<file path="config.mk">
export PLATFORM = sky130hd
export DESIGN_NAME = ahb_serial_node
export DESIGN_NICKNAME = d
export VERILOG_FILES = /design/src/node_pkg.sv /design/src/node_ifs.sv /design/src/bit_timer.sv /design/src/frame_tx.sv /design/src/frame_rx.sv /design/src/rx_fifo.sv /design/src/ahb_slave_fsm.sv /design/src/ahb_serial_node.sv
export VERILOG_INCLUDE_DIRS = /design/src
export SDC_FILE = /design/constraint.sdc
export NUM_CORES = 1
export LEC_CHECK = 0
export ABC_CLOCK_PERIOD_IN_PS = 7550
export BUFFER_PORTS_ARGS = -buffer_cell sky130_fd_sc_hd__buf_2
export CAP_MARGIN = 20
export CORE_MARGIN = 3
export CORE_UTILIZATION = 50
export CTS_BUF_LIST = sky130_fd_sc_hd__clkbuf_16
export DETAILED_ROUTE_END_ITERATION = 12
export PLACE_DENSITY = 0.67
export SYNTH_ARGS = -nofsm -noshare
export SYNTH_HDL_FRONTEND = slang
export SYNTH_SLANG_ARGS = --single-unit
</file>
<file path="constraint.sdc">
create_clock -name HCLK -period 7.55 [get_ports HCLK]
set_input_delay 1.1325 -clock HCLK [delete_from_list [all_inputs] [get_ports HCLK]]
set_output_delay 1.1325 -clock HCLK [all_outputs]
set_load 0.05 [all_outputs]
</file>
<file path="src/node_defs.svh">
`ifndef NODE_DEFS_SVH
`define NODE_DEFS_SVH

// ----------------------------------------------------------
// Serial link timing and framing
// ----------------------------------------------------------
`define NODE_BIT_CYCLES  4      // HCLK cycles per serial bit
`define NODE_FRAME_BITS  42     // start + 8 addr + 32 data + stop
`define NODE_ADDRESS     8'hab  // Own node address

// ----------------------------------------------------------
// Receive buffer and register map
// ----------------------------------------------------------
`define NODE_FIFO_DEPTH  8
`define NODE_REG_DATA    2'd0   // HADDR[3:2] offset that pops the FIFO
`define NODE_REG_COUNT   2'd1   // HADDR[3:2] offset of the fill count

`endif

</file>
<file path="src/node_pkg.sv">
package node_pkg;

	// Frame address field taken from HADDR[11:4] on transmit
	typedef logic [7:0] node_addr_t;

	// Payload word of a frame
	typedef logic [31:0] node_word_t;

	// Receive FIFO fill level from 0 to 8
	typedef logic [3:0] fifo_count_t;

	// AHB slave control
	typedef enum logic [2:0] {
		IDLE,
		WRITE_LATCH,
		WRITE_WAIT,
		READ_POP,
		READ_DONE
	} slave_state_t;

endpackage

</file>
<file path="src/node_ifs.sv">
`timescale 1ns/1ns

// ----------------------------------------------------------
// Slave FSM to frame transmitter
// ----------------------------------------------------------
interface tx_link_if import node_pkg::*; ();
	logic       tx_valid;
	node_addr_t tx_addr;
	node_word_t tx_data;
	logic       tx_ready;
	logic       tx_done;  // One cycle at end of ack window
	logic       tx_ok;    // Qualified by tx_done

	modport source (output tx_valid, tx_addr, tx_data, input tx_ready, tx_done, tx_ok);
	modport target (input tx_valid, tx_addr, tx_data, output tx_ready, tx_done, tx_ok);
endinterface

// ----------------------------------------------------------
// Receive FIFO with push side from frame_rx and pop side from FSM
// ----------------------------------------------------------
interface fifo_if import node_pkg::*; ();
	logic        push_valid;
	node_word_t  push_data;
	logic        push_ready;
	logic        pop;
	node_word_t  pop_data;   // Head word
	fifo_count_t count;
	logic        empty;

	modport push (output push_valid, push_data, input push_ready);
	modport store (
		input  push_valid, push_data, pop,
		output push_ready, pop_data, count, empty
	);
	modport pop_side (output pop, input pop_data, count, empty);
endinterface

</file>
<file path="src/bit_timer.sv">
`timescale 1ns/1ns
`include "node_defs.svh"

module bit_timer (
	input  logic HCLK,
	input  logic HRESETn,
	input  logic restart,
	input  logic run,
	output logic mid_tick,
	output logic bit_tick
);

	localparam int CW  = $clog2(`NODE_BIT_CYCLES);
	localparam int MID = `NODE_BIT_CYCLES / 2 - 1;

	logic [CW-1:0] cnt;

	assign mid_tick = run & (cnt == CW'(MID));
	assign bit_tick = run & (cnt == CW'(`NODE_BIT_CYCLES - 1));

	always_ff @(posedge HCLK)
	begin
		if (!HRESETn || restart)
			cnt <= '0;
		else if (run)
			cnt <= bit_tick ? '0 : cnt + 1'b1;  // Wraps each bit
	end

endmodule

</file>
<file path="src/frame_tx.sv">
`timescale 1ns/1ns
`include "node_defs.svh"

module frame_tx (
	input  logic       HCLK,
	input  logic       HRESETn,
	tx_link_if.target  link,
	input  logic       DIN,
	output logic       DOUT,
	output logic       busy
);

	localparam int FB = `NODE_FRAME_BITS;

	logic [FB-1:0]              shreg;
	logic [$clog2(FB+1)-1:0]    bit_cnt;  // FB means ack window
	logic                       start;
	logic                       in_ack;
	logic                       ack_low;
	logic                       mid_tick;
	logic                       bit_tick;

	assign link.tx_ready = ~busy;
	assign start  = link.tx_valid & link.tx_ready;
	assign in_ack = (bit_cnt == FB);
	assign DOUT   = shreg[FB-1];  // Ones shift in behind the frame

	bit_timer u_timer (
		.HCLK     (HCLK),
		.HRESETn  (HRESETn),
		.restart  (start),
		.run      (busy),
		.mid_tick (mid_tick),
		.bit_tick (bit_tick)
	);

	always_ff @(posedge HCLK)
	begin
		if (!HRESETn)
		begin
			busy         <= 1'b0;
			shreg        <= '1;
			bit_cnt      <= '0;
			ack_low      <= 1'b0;
			link.tx_done <= 1'b0;
			link.tx_ok   <= 1'b0;
		end
		else
		begin
			link.tx_done <= 1'b0;
			if (start)
			begin
				busy    <= 1'b1;
				shreg   <= {1'b0, link.tx_addr, link.tx_data, 1'b1};
				bit_cnt <= '0;
				ack_low <= 1'b0;
			end
			else if (busy)
			begin
				if (in_ack && mid_tick)
					ack_low <= ~DIN;  // Far node pulls low to ack
				if (bit_tick && in_ack)
				begin
					busy         <= 1'b0;
					link.tx_done <= 1'b1;
					link.tx_ok   <= ack_low;
				end
				else if (bit_tick)
				begin
					shreg   <= {shreg[FB-2:0], 1'b1};
					bit_cnt <= bit_cnt + 1'b1;
				end
			end
		end
	end

endmodule

</file>
<file path="src/frame_rx.sv">
`timescale 1ns/1ns
`include "node_defs.svh"

module frame_rx import node_pkg::*; (
	input  logic  HCLK,
	input  logic  HRESETn,
	input  logic  DIN,
	input  logic  hold,
	fifo_if.push  fifo
);

	localparam int FB = `NODE_FRAME_BITS;

	// Holds all bits but the stop bit, which is checked straight off DIN
	logic [FB-2:0]            shreg;
	logic [$clog2(FB+1)-1:0]  bit_cnt;
	logic                     active;
	logic                     din_q;
	logic                     start;
	logic                     last_bit;
	logic                     frame_ok;
	logic                     mid_tick;
	node_addr_t               rx_addr;

	assign start    = ~active & ~hold & din_q & ~DIN;
	assign last_bit = (bit_cnt == FB - 1);
	assign rx_addr  = shreg[FB-3 -: 8];
	assign frame_ok = ~shreg[FB-2] & DIN & (rx_addr == `NODE_ADDRESS);

	bit_timer u_timer (
		.HCLK     (HCLK),
		.HRESETn  (HRESETn),
		.restart  (start),
		.run      (active),
		.mid_tick (mid_tick),
		.bit_tick ()
	);

	always_ff @(posedge HCLK)
	begin
		if (!HRESETn)
		begin
			active          <= 1'b0;
			din_q           <= 1'b1;
			bit_cnt         <= '0;
			fifo.push_valid <= 1'b0;
		end
		else
		begin
			din_q           <= DIN;
			fifo.push_valid <= 1'b0;  // Dropped if FIFO not ready
			if (start)
			begin
				active  <= 1'b1;
				bit_cnt <= '0;
			end
			else if (active && mid_tick)
			begin
				if (last_bit)
				begin
					active          <= 1'b0;  // Free again mid stop bit
					fifo.push_valid <= frame_ok;
				end
				else
					bit_cnt <= bit_cnt + 1'b1;
			end
		end
	end

	always_ff @(posedge HCLK)
	begin
		if (active && mid_tick)
		begin
			if (last_bit)
				fifo.push_data <= shreg[31:0];
			else
				shreg <= {shreg[FB-3:0], DIN};
		end
	end

endmodule

</file>
<file path="src/rx_fifo.sv">
`timescale 1ns/1ns
`include "node_defs.svh"

module rx_fifo import node_pkg::*; (
	input  logic   HCLK,
	input  logic   HRESETn,
	fifo_if.store  fifo
);

	localparam int PW = $clog2(`NODE_FIFO_DEPTH);

	node_word_t  mem [`NODE_FIFO_DEPTH];
	logic [PW-1:0] wr_ptr;
	logic [PW-1:0] rd_ptr;
	fifo_count_t cnt;
	logic        do_push;
	logic        do_pop;

	assign fifo.push_ready = (cnt != fifo_count_t'(`NODE_FIFO_DEPTH));
	assign fifo.empty      = (cnt == '0);
	assign fifo.count      = cnt;
	assign fifo.pop_data   = mem[rd_ptr];

	assign do_push = fifo.push_valid & fifo.push_ready;
	assign do_pop  = fifo.pop & ~fifo.empty;

	always_ff @(posedge HCLK)
	begin
		if (do_push)
			mem[wr_ptr] <= fifo.push_data;
	end

	always_ff @(posedge HCLK)
	begin
		if (!HRESETn)
		begin
			wr_ptr <= '0;
			rd_ptr <= '0;
			cnt    <= '0;
		end
		else
		begin
			if (do_push)
				wr_ptr <= wr_ptr + 1'b1;
			if (do_pop)
				rd_ptr <= rd_ptr + 1'b1;
			cnt <= cnt + do_push - do_pop;  // Both at once leaves it unchanged
		end
	end

endmodule

</file>
<file path="src/ahb_slave_fsm.sv">
`timescale 1ns/1ns
`include "node_defs.svh"

module ahb_slave_fsm import node_pkg::*; (
	input  logic        HCLK,
	input  logic        HRESETn,
	input  logic        HSEL,
	input  logic [31:0] HADDR,
	input  logic        HWRITE,
	input  logic [2:0]  HSIZE,
	input  logic [1:0]  HTRANS,
	input  logic        HREADY,
	input  node_word_t  HWDATA,
	output logic        HREADYOUT,
	output node_word_t  HRDATA,
	tx_link_if.source   link,
	fifo_if.pop_side    fifo,
	output logic        tx_success,
	output logic        tx_fail
);

	slave_state_t state;
	node_addr_t   addr_q;
	node_word_t   wdata_q;
	node_word_t   rd_word;
	logic [1:0]   reg_q;    // Word offset of the read
	logic         accept;

	// Only word-sized NONSEQ/SEQ transfers get wait states
	assign accept = HSEL & HREADY & HTRANS[1] & (HSIZE == 3'b010);

	assign link.tx_addr = addr_q;
	assign link.tx_data = wdata_q;
	assign tx_success   = link.tx_done & link.tx_ok;
	assign tx_fail      = link.tx_done & ~link.tx_ok;

	assign fifo.pop = (state == READ_POP) && (reg_q == `NODE_REG_DATA) && !fifo.empty;

	always_comb
	begin
		case (reg_q)
			`NODE_REG_DATA:  rd_word = fifo.empty ? '0 : fifo.pop_data;
			`NODE_REG_COUNT: rd_word = node_word_t'(fifo.count);
			default:         rd_word = '0;
		endcase
	end

	// ----------------------------------------------------------
	// Control
	// ----------------------------------------------------------
	always_ff @(posedge HCLK)
	begin
		if (!HRESETn)
		begin
			state         <= IDLE;
			HREADYOUT     <= 1'b1;
			HRDATA        <= '0;
			link.tx_valid <= 1'b0;
		end
		else
		begin
			case (state)
				IDLE:
					if (accept)
					begin
						HREADYOUT <= 1'b0;
						if (HWRITE)
							state <= WRITE_LATCH;
						else
							state <= READ_POP;
					end
				WRITE_LATCH:
				begin
					link.tx_valid <= 1'b1;
					state         <= WRITE_WAIT;
				end
				WRITE_WAIT:
				begin
					if (link.tx_valid && link.tx_ready)
						link.tx_valid <= 1'b0;
					if (link.tx_done)
					begin
						HREADYOUT <= 1'b1;
						state     <= IDLE;
					end
				end
				READ_POP:
				begin
					HRDATA <= rd_word;
					state  <= READ_DONE;
				end
				READ_DONE:
				begin
					HREADYOUT <= 1'b1;
					state     <= IDLE;
				end
				default: state <= IDLE;
			endcase
		end
	end

	// Address phase and write data
	always_ff @(posedge HCLK)
	begin
		if (state == IDLE && accept)
		begin
			addr_q <= HADDR[11:4];
			reg_q  <= HADDR[3:2];
		end
		if (state == WRITE_LATCH)
			wdata_q <= HWDATA;
	end

endmodule

</file>
<file path="src/ahb_serial_node.sv">
`timescale 1ns/1ns

module ahb_serial_node (
	input  logic        HCLK,
	input  logic        HRESETn,
	input  logic        HSEL,
	input  logic [31:0] HADDR,
	input  logic        HWRITE,
	input  logic [2:0]  HSIZE,
	input  logic [1:0]  HTRANS,
	input  logic        HREADY,
	input  logic [31:0] HWDATA,
	output logic        HREADYOUT,
	output logic [31:0] HRDATA,
	input  logic        DIN,
	output logic        DOUT,
	output logic        tx_success,
	output logic        tx_fail,
	output logic        fifo_empty
);

	logic tx_busy;  // Receiver ignores DIN while set

	tx_link_if u_link ();
	fifo_if    u_fifo ();

	assign fifo_empty = u_fifo.empty;

	ahb_slave_fsm u_fsm (
		.HCLK       (HCLK),
		.HRESETn    (HRESETn),
		.HSEL       (HSEL),
		.HADDR      (HADDR),
		.HWRITE     (HWRITE),
		.HSIZE      (HSIZE),
		.HTRANS     (HTRANS),
		.HREADY     (HREADY),
		.HWDATA     (HWDATA),
		.HREADYOUT  (HREADYOUT),
		.HRDATA     (HRDATA),
		.link       (u_link.source),
		.fifo       (u_fifo.pop_side),
		.tx_success (tx_success),
		.tx_fail    (tx_fail)
	);

	frame_tx u_tx (
		.HCLK    (HCLK),
		.HRESETn (HRESETn),
		.link    (u_link.target),
		.DIN     (DIN),
		.DOUT    (DOUT),
		.busy    (tx_busy)
	);

	frame_rx u_rx (
		.HCLK    (HCLK),
		.HRESETn (HRESETn),
		.DIN     (DIN),
		.hold    (tx_busy),
		.fifo    (u_fifo.push)
	);

	rx_fifo u_fifo_mem (
		.HCLK    (HCLK),
		.HRESETn (HRESETn),
		.fifo    (u_fifo.store)
	);

endmodule

</file>
==> results.txt <==
CTS tree -> yes
Clock net sink count -> 485
Ys async rst share -> 0
Area of the core -> 34,710 um^2
CP Capture Type -> primary output
Fillers -> 2,564
GPL Wtd Cong -> 0.7342
Critical path data arrival time -> 1.96 ns
Net Switching -> 995.1 uW
Non-Filler Instances -> 1,593
Largest stage delay, worst path -> 0.45 ns
Detail Placement HPWL -> 17.05 mm
Endpoints failing setup -> 0
Number of I/O pins -> 112
Synth cell types -> 54
Least-Margin Pin Slew -> 1.059 ns
Critical Path, Cell by Cell -> inv_1 -> ha_1 -> nor3b_1 -> buf_2
Outcome -> completed
Synthesized flop and latch total -> 485
Startpoint type of the worst setup path -> register
Wire per inst -> 19.87 um
Endpoints failing hold -> 0
CTS Root Cell -> clkbuf_16
Seq/Total Area, Yosys -> 0.7568
Int Pwr -> 4.151 mW
Mapped Cells -> 992
Die ar. -> 37,770 um^2
Most common cell in the netlist -> edfxtp_1
Min Tclk post-route -> 3.097 ns
CTS clk-pin slew, worst paths -> 0.06 ns
Drt initial violations -> 648
Sw Ratio -> 0.1934
Syn. warnings -> 0
Synth top area share -> 0.6281
Req. time, crit path -> 6.42 ns
Max FO, Critical Path -> 3
Flop pwr share -> 0.554
Comb pwr share -> 0.008
Initial Util -> 0.5110
Synth cell count leaders -> edfxtp_1 (371), dfxtp_1 (114), nand3_1 (89)
Router iterations before antenna repair -> 5
Vias in the first global route -> 8,822
Period utilisation layout -> 0.4101
Hold/Removal Path Class -> register to register
Layout cell share with drive strength beyond 1 -> 0.2540
Number of synthesized flops with an enable pin -> 371
Syn Nets -> 1,083
Peak Freq -> 322.9 MHz
Synth Flop Type -> edfxtp_1
Synthesized area -> 17,740 um^2
Placed cells -> 1,502
Total congestion overflow -> 0
GRT Total Usage -> 0.1672
Largest cells by area after synthesis -> edfxtp_1 (63%), dfxtp_1 (13%), mux4_2 (7.6%)
Final ANT Viol Nets -> 0
Worst Setup Path Type -> register to primary output
Die W -> 194.3 um
Site row count -> 68
Worst clock skew -> 0.01936 ns
Leak -> 6.940 nW
Postcts setup bufs -> 0
RSZ-0062 raised after global routing -> false
H-tree Lvls -> 2
Overall Power -> 5.146 mW
Antenna cell count -> 0
Hold buffers post-CTS -> 0
Initial antenna violation count -> 0
Synth area leader -> edfxtp_1
Clk pwr share -> 0.438
# DRC -> 0
Post-cts repair resize count -> 0
CTS buffer count -> 49
Area post-placement -> 18,740 um^2
Slew Viols, Final -> 0
Largest net degree at the start of global routing -> 69
Aggregate routed wire length -> 31.66 mm
Die Ht -> 194.3 um
Layout area overhead -> 14.24%
Input/output buffers -> 88
Power density over cell area -> 254.0 nW/um^2
Mean Syn Cell Area -> 17.88 um^2
Critical path's slowest cell -> nor3b_1
Clock Latency Late Sink -> 0.56 ns
NumNets Final -> 1,189
First-pass GRT wire length -> 50.03 mm
Max cap viols -> 0
Relative slew slack -> 0.2942
Setup tns final -> 0 ns
Max IR drop VDD -> 0.2202 mV
Max clock buf depth -> 3
Cell area after layout -> 20,260 um^2
Routed via count -> 8,809
Vias per Instance -> 5.530
## power groups by stage
stage	clock, mW	sequential, mW	combinational (mW)
6_report	2.25	2.85	0.0396
4_1_cts	2.31	2.85	0.0402
2_1_floorplan	0	2.91	0.0203
3_5_place_dp	0	2.91	0.0401
5_1_grt	2.41	2.85	0.0446
3_3_place_gp	0	2.91	0.0391
## registers in the layout (all words and copies together), names as in the netlist, 2 cells and up, named ones only
signal / cells
u_fsm.state: 3
u_fsm.link.tx_data: 32
u_fsm.HRDATA: 32
u_fifo_mem.wr_ptr: 3
u_fifo_mem.fifo.count: 4
u_fsm.link.tx_addr: 8
u_rx.u_timer.cnt: 2
u_tx.u_timer.cnt: 2
u_rx.fifo.push_data: 32
u_fsm.reg_q: 2
u_fifo_mem.rd_ptr: 3
u_tx.bit_cnt: 6
u_fifo_mem.mem: 256
u_rx.shreg: 41
u_rx.bit_cnt: 6
u_tx.shreg: 41
## critical path: cells and delay by family, from the launching register on
family,cells,cell delay (ns)
buffers and inverters,2,0.48
AND/OR/NAND/NOR,1,0.45
flip-flops,1,0.31
adder cells (fa/ha/maj),1,0.15
## metrics by stage
step / utilization / worst slack, ns / hold WS (ns)
floorplan: - / 3.944 / 0.4166
global placement: 0.5393 / 4.472 / 0.4272
detailed placement: 0.5398 / 4.423 / 0.4286
CTS: 0.5837 / 4.425 / 0.4347
global route: 0.5837 / 4.334 / 0.4461
finish: 0.5837 / 4.453 / 0.4397
## final cells by class
type	instances	area [um^2]	share of cell area
multi-input combinational	438	4083	0.2015
sequential	485	13430	0.6628
inverter	15	56.30	0.002779
clock inverter	42	296.5	0.01464
clock buffer	49	1226	0.06052
tap	455	569.3	0.02810
timing repair buffer	109	601.8	0.02970
## cell families (layout without fill, tap and decap cells)
group,count (synthesis),count (layout),synth area share
AND/OR/NAND/NOR,198,198,0.05982
adder cells (fa/ha/maj),16,16,0.01171
AO/OA/AOI/OAI,110,110,0.04705
flip-flops,485,485,0.7568
buffers and inverters,69,215,0.01693
XOR/XNOR,14,14,0.006913
multiplexers,100,100,0.1008
## per-layer routing
layer | vias up | GRT usage | share of wire
li1 | 4120 | - | -
met1 | 4463 | 0.2412 | 0.46
met2 | 173 | 0.2652 | 0.48
met3 | 53 | 0.03276 | 0.045
met4 | 0 | 0.04521 | 0.021
met5 | - | 0 | 0
## cell usage in the layout, fill, tap and decap left out, types with 9 or more instances in the layout
cell	Yosys	layout
nand3_1	89	89
clkinv_1	0	12
inv_1	15	24
clkinv_2	0	12
mux2i_1	11	11
ha_1	15	15
xor2_1	9	9
nor2_1	32	26
edfxtp_1	371	371
a22o_1	28	28
clkbuf_16	0	49
nand2_1	16	16
a22oi_1	39	39
and2_1	15	15
buf_4	2	20
buf_2	21	88
mux4_2	60	60
dfxtp_1	114	111
mux2_2	29	29
## worst paths after layout
path                            start                    to  slack, ns  cells past startpoint
max          u_fifo_mem.fifo.count[2]            fifo_empty       4.45                      4
min                     u_rx.shreg[1]         u_rx.shreg[2]       0.44                      0
max reg2reg  u_fifo_mem.fifo.count[2]  u_fifo_mem.mem[0][9]       4.76                      7
min reg2reg             u_rx.shreg[1]         u_rx.shreg[2]       0.44                      0
Note: power is estimated with default switching activity, not from simulation.
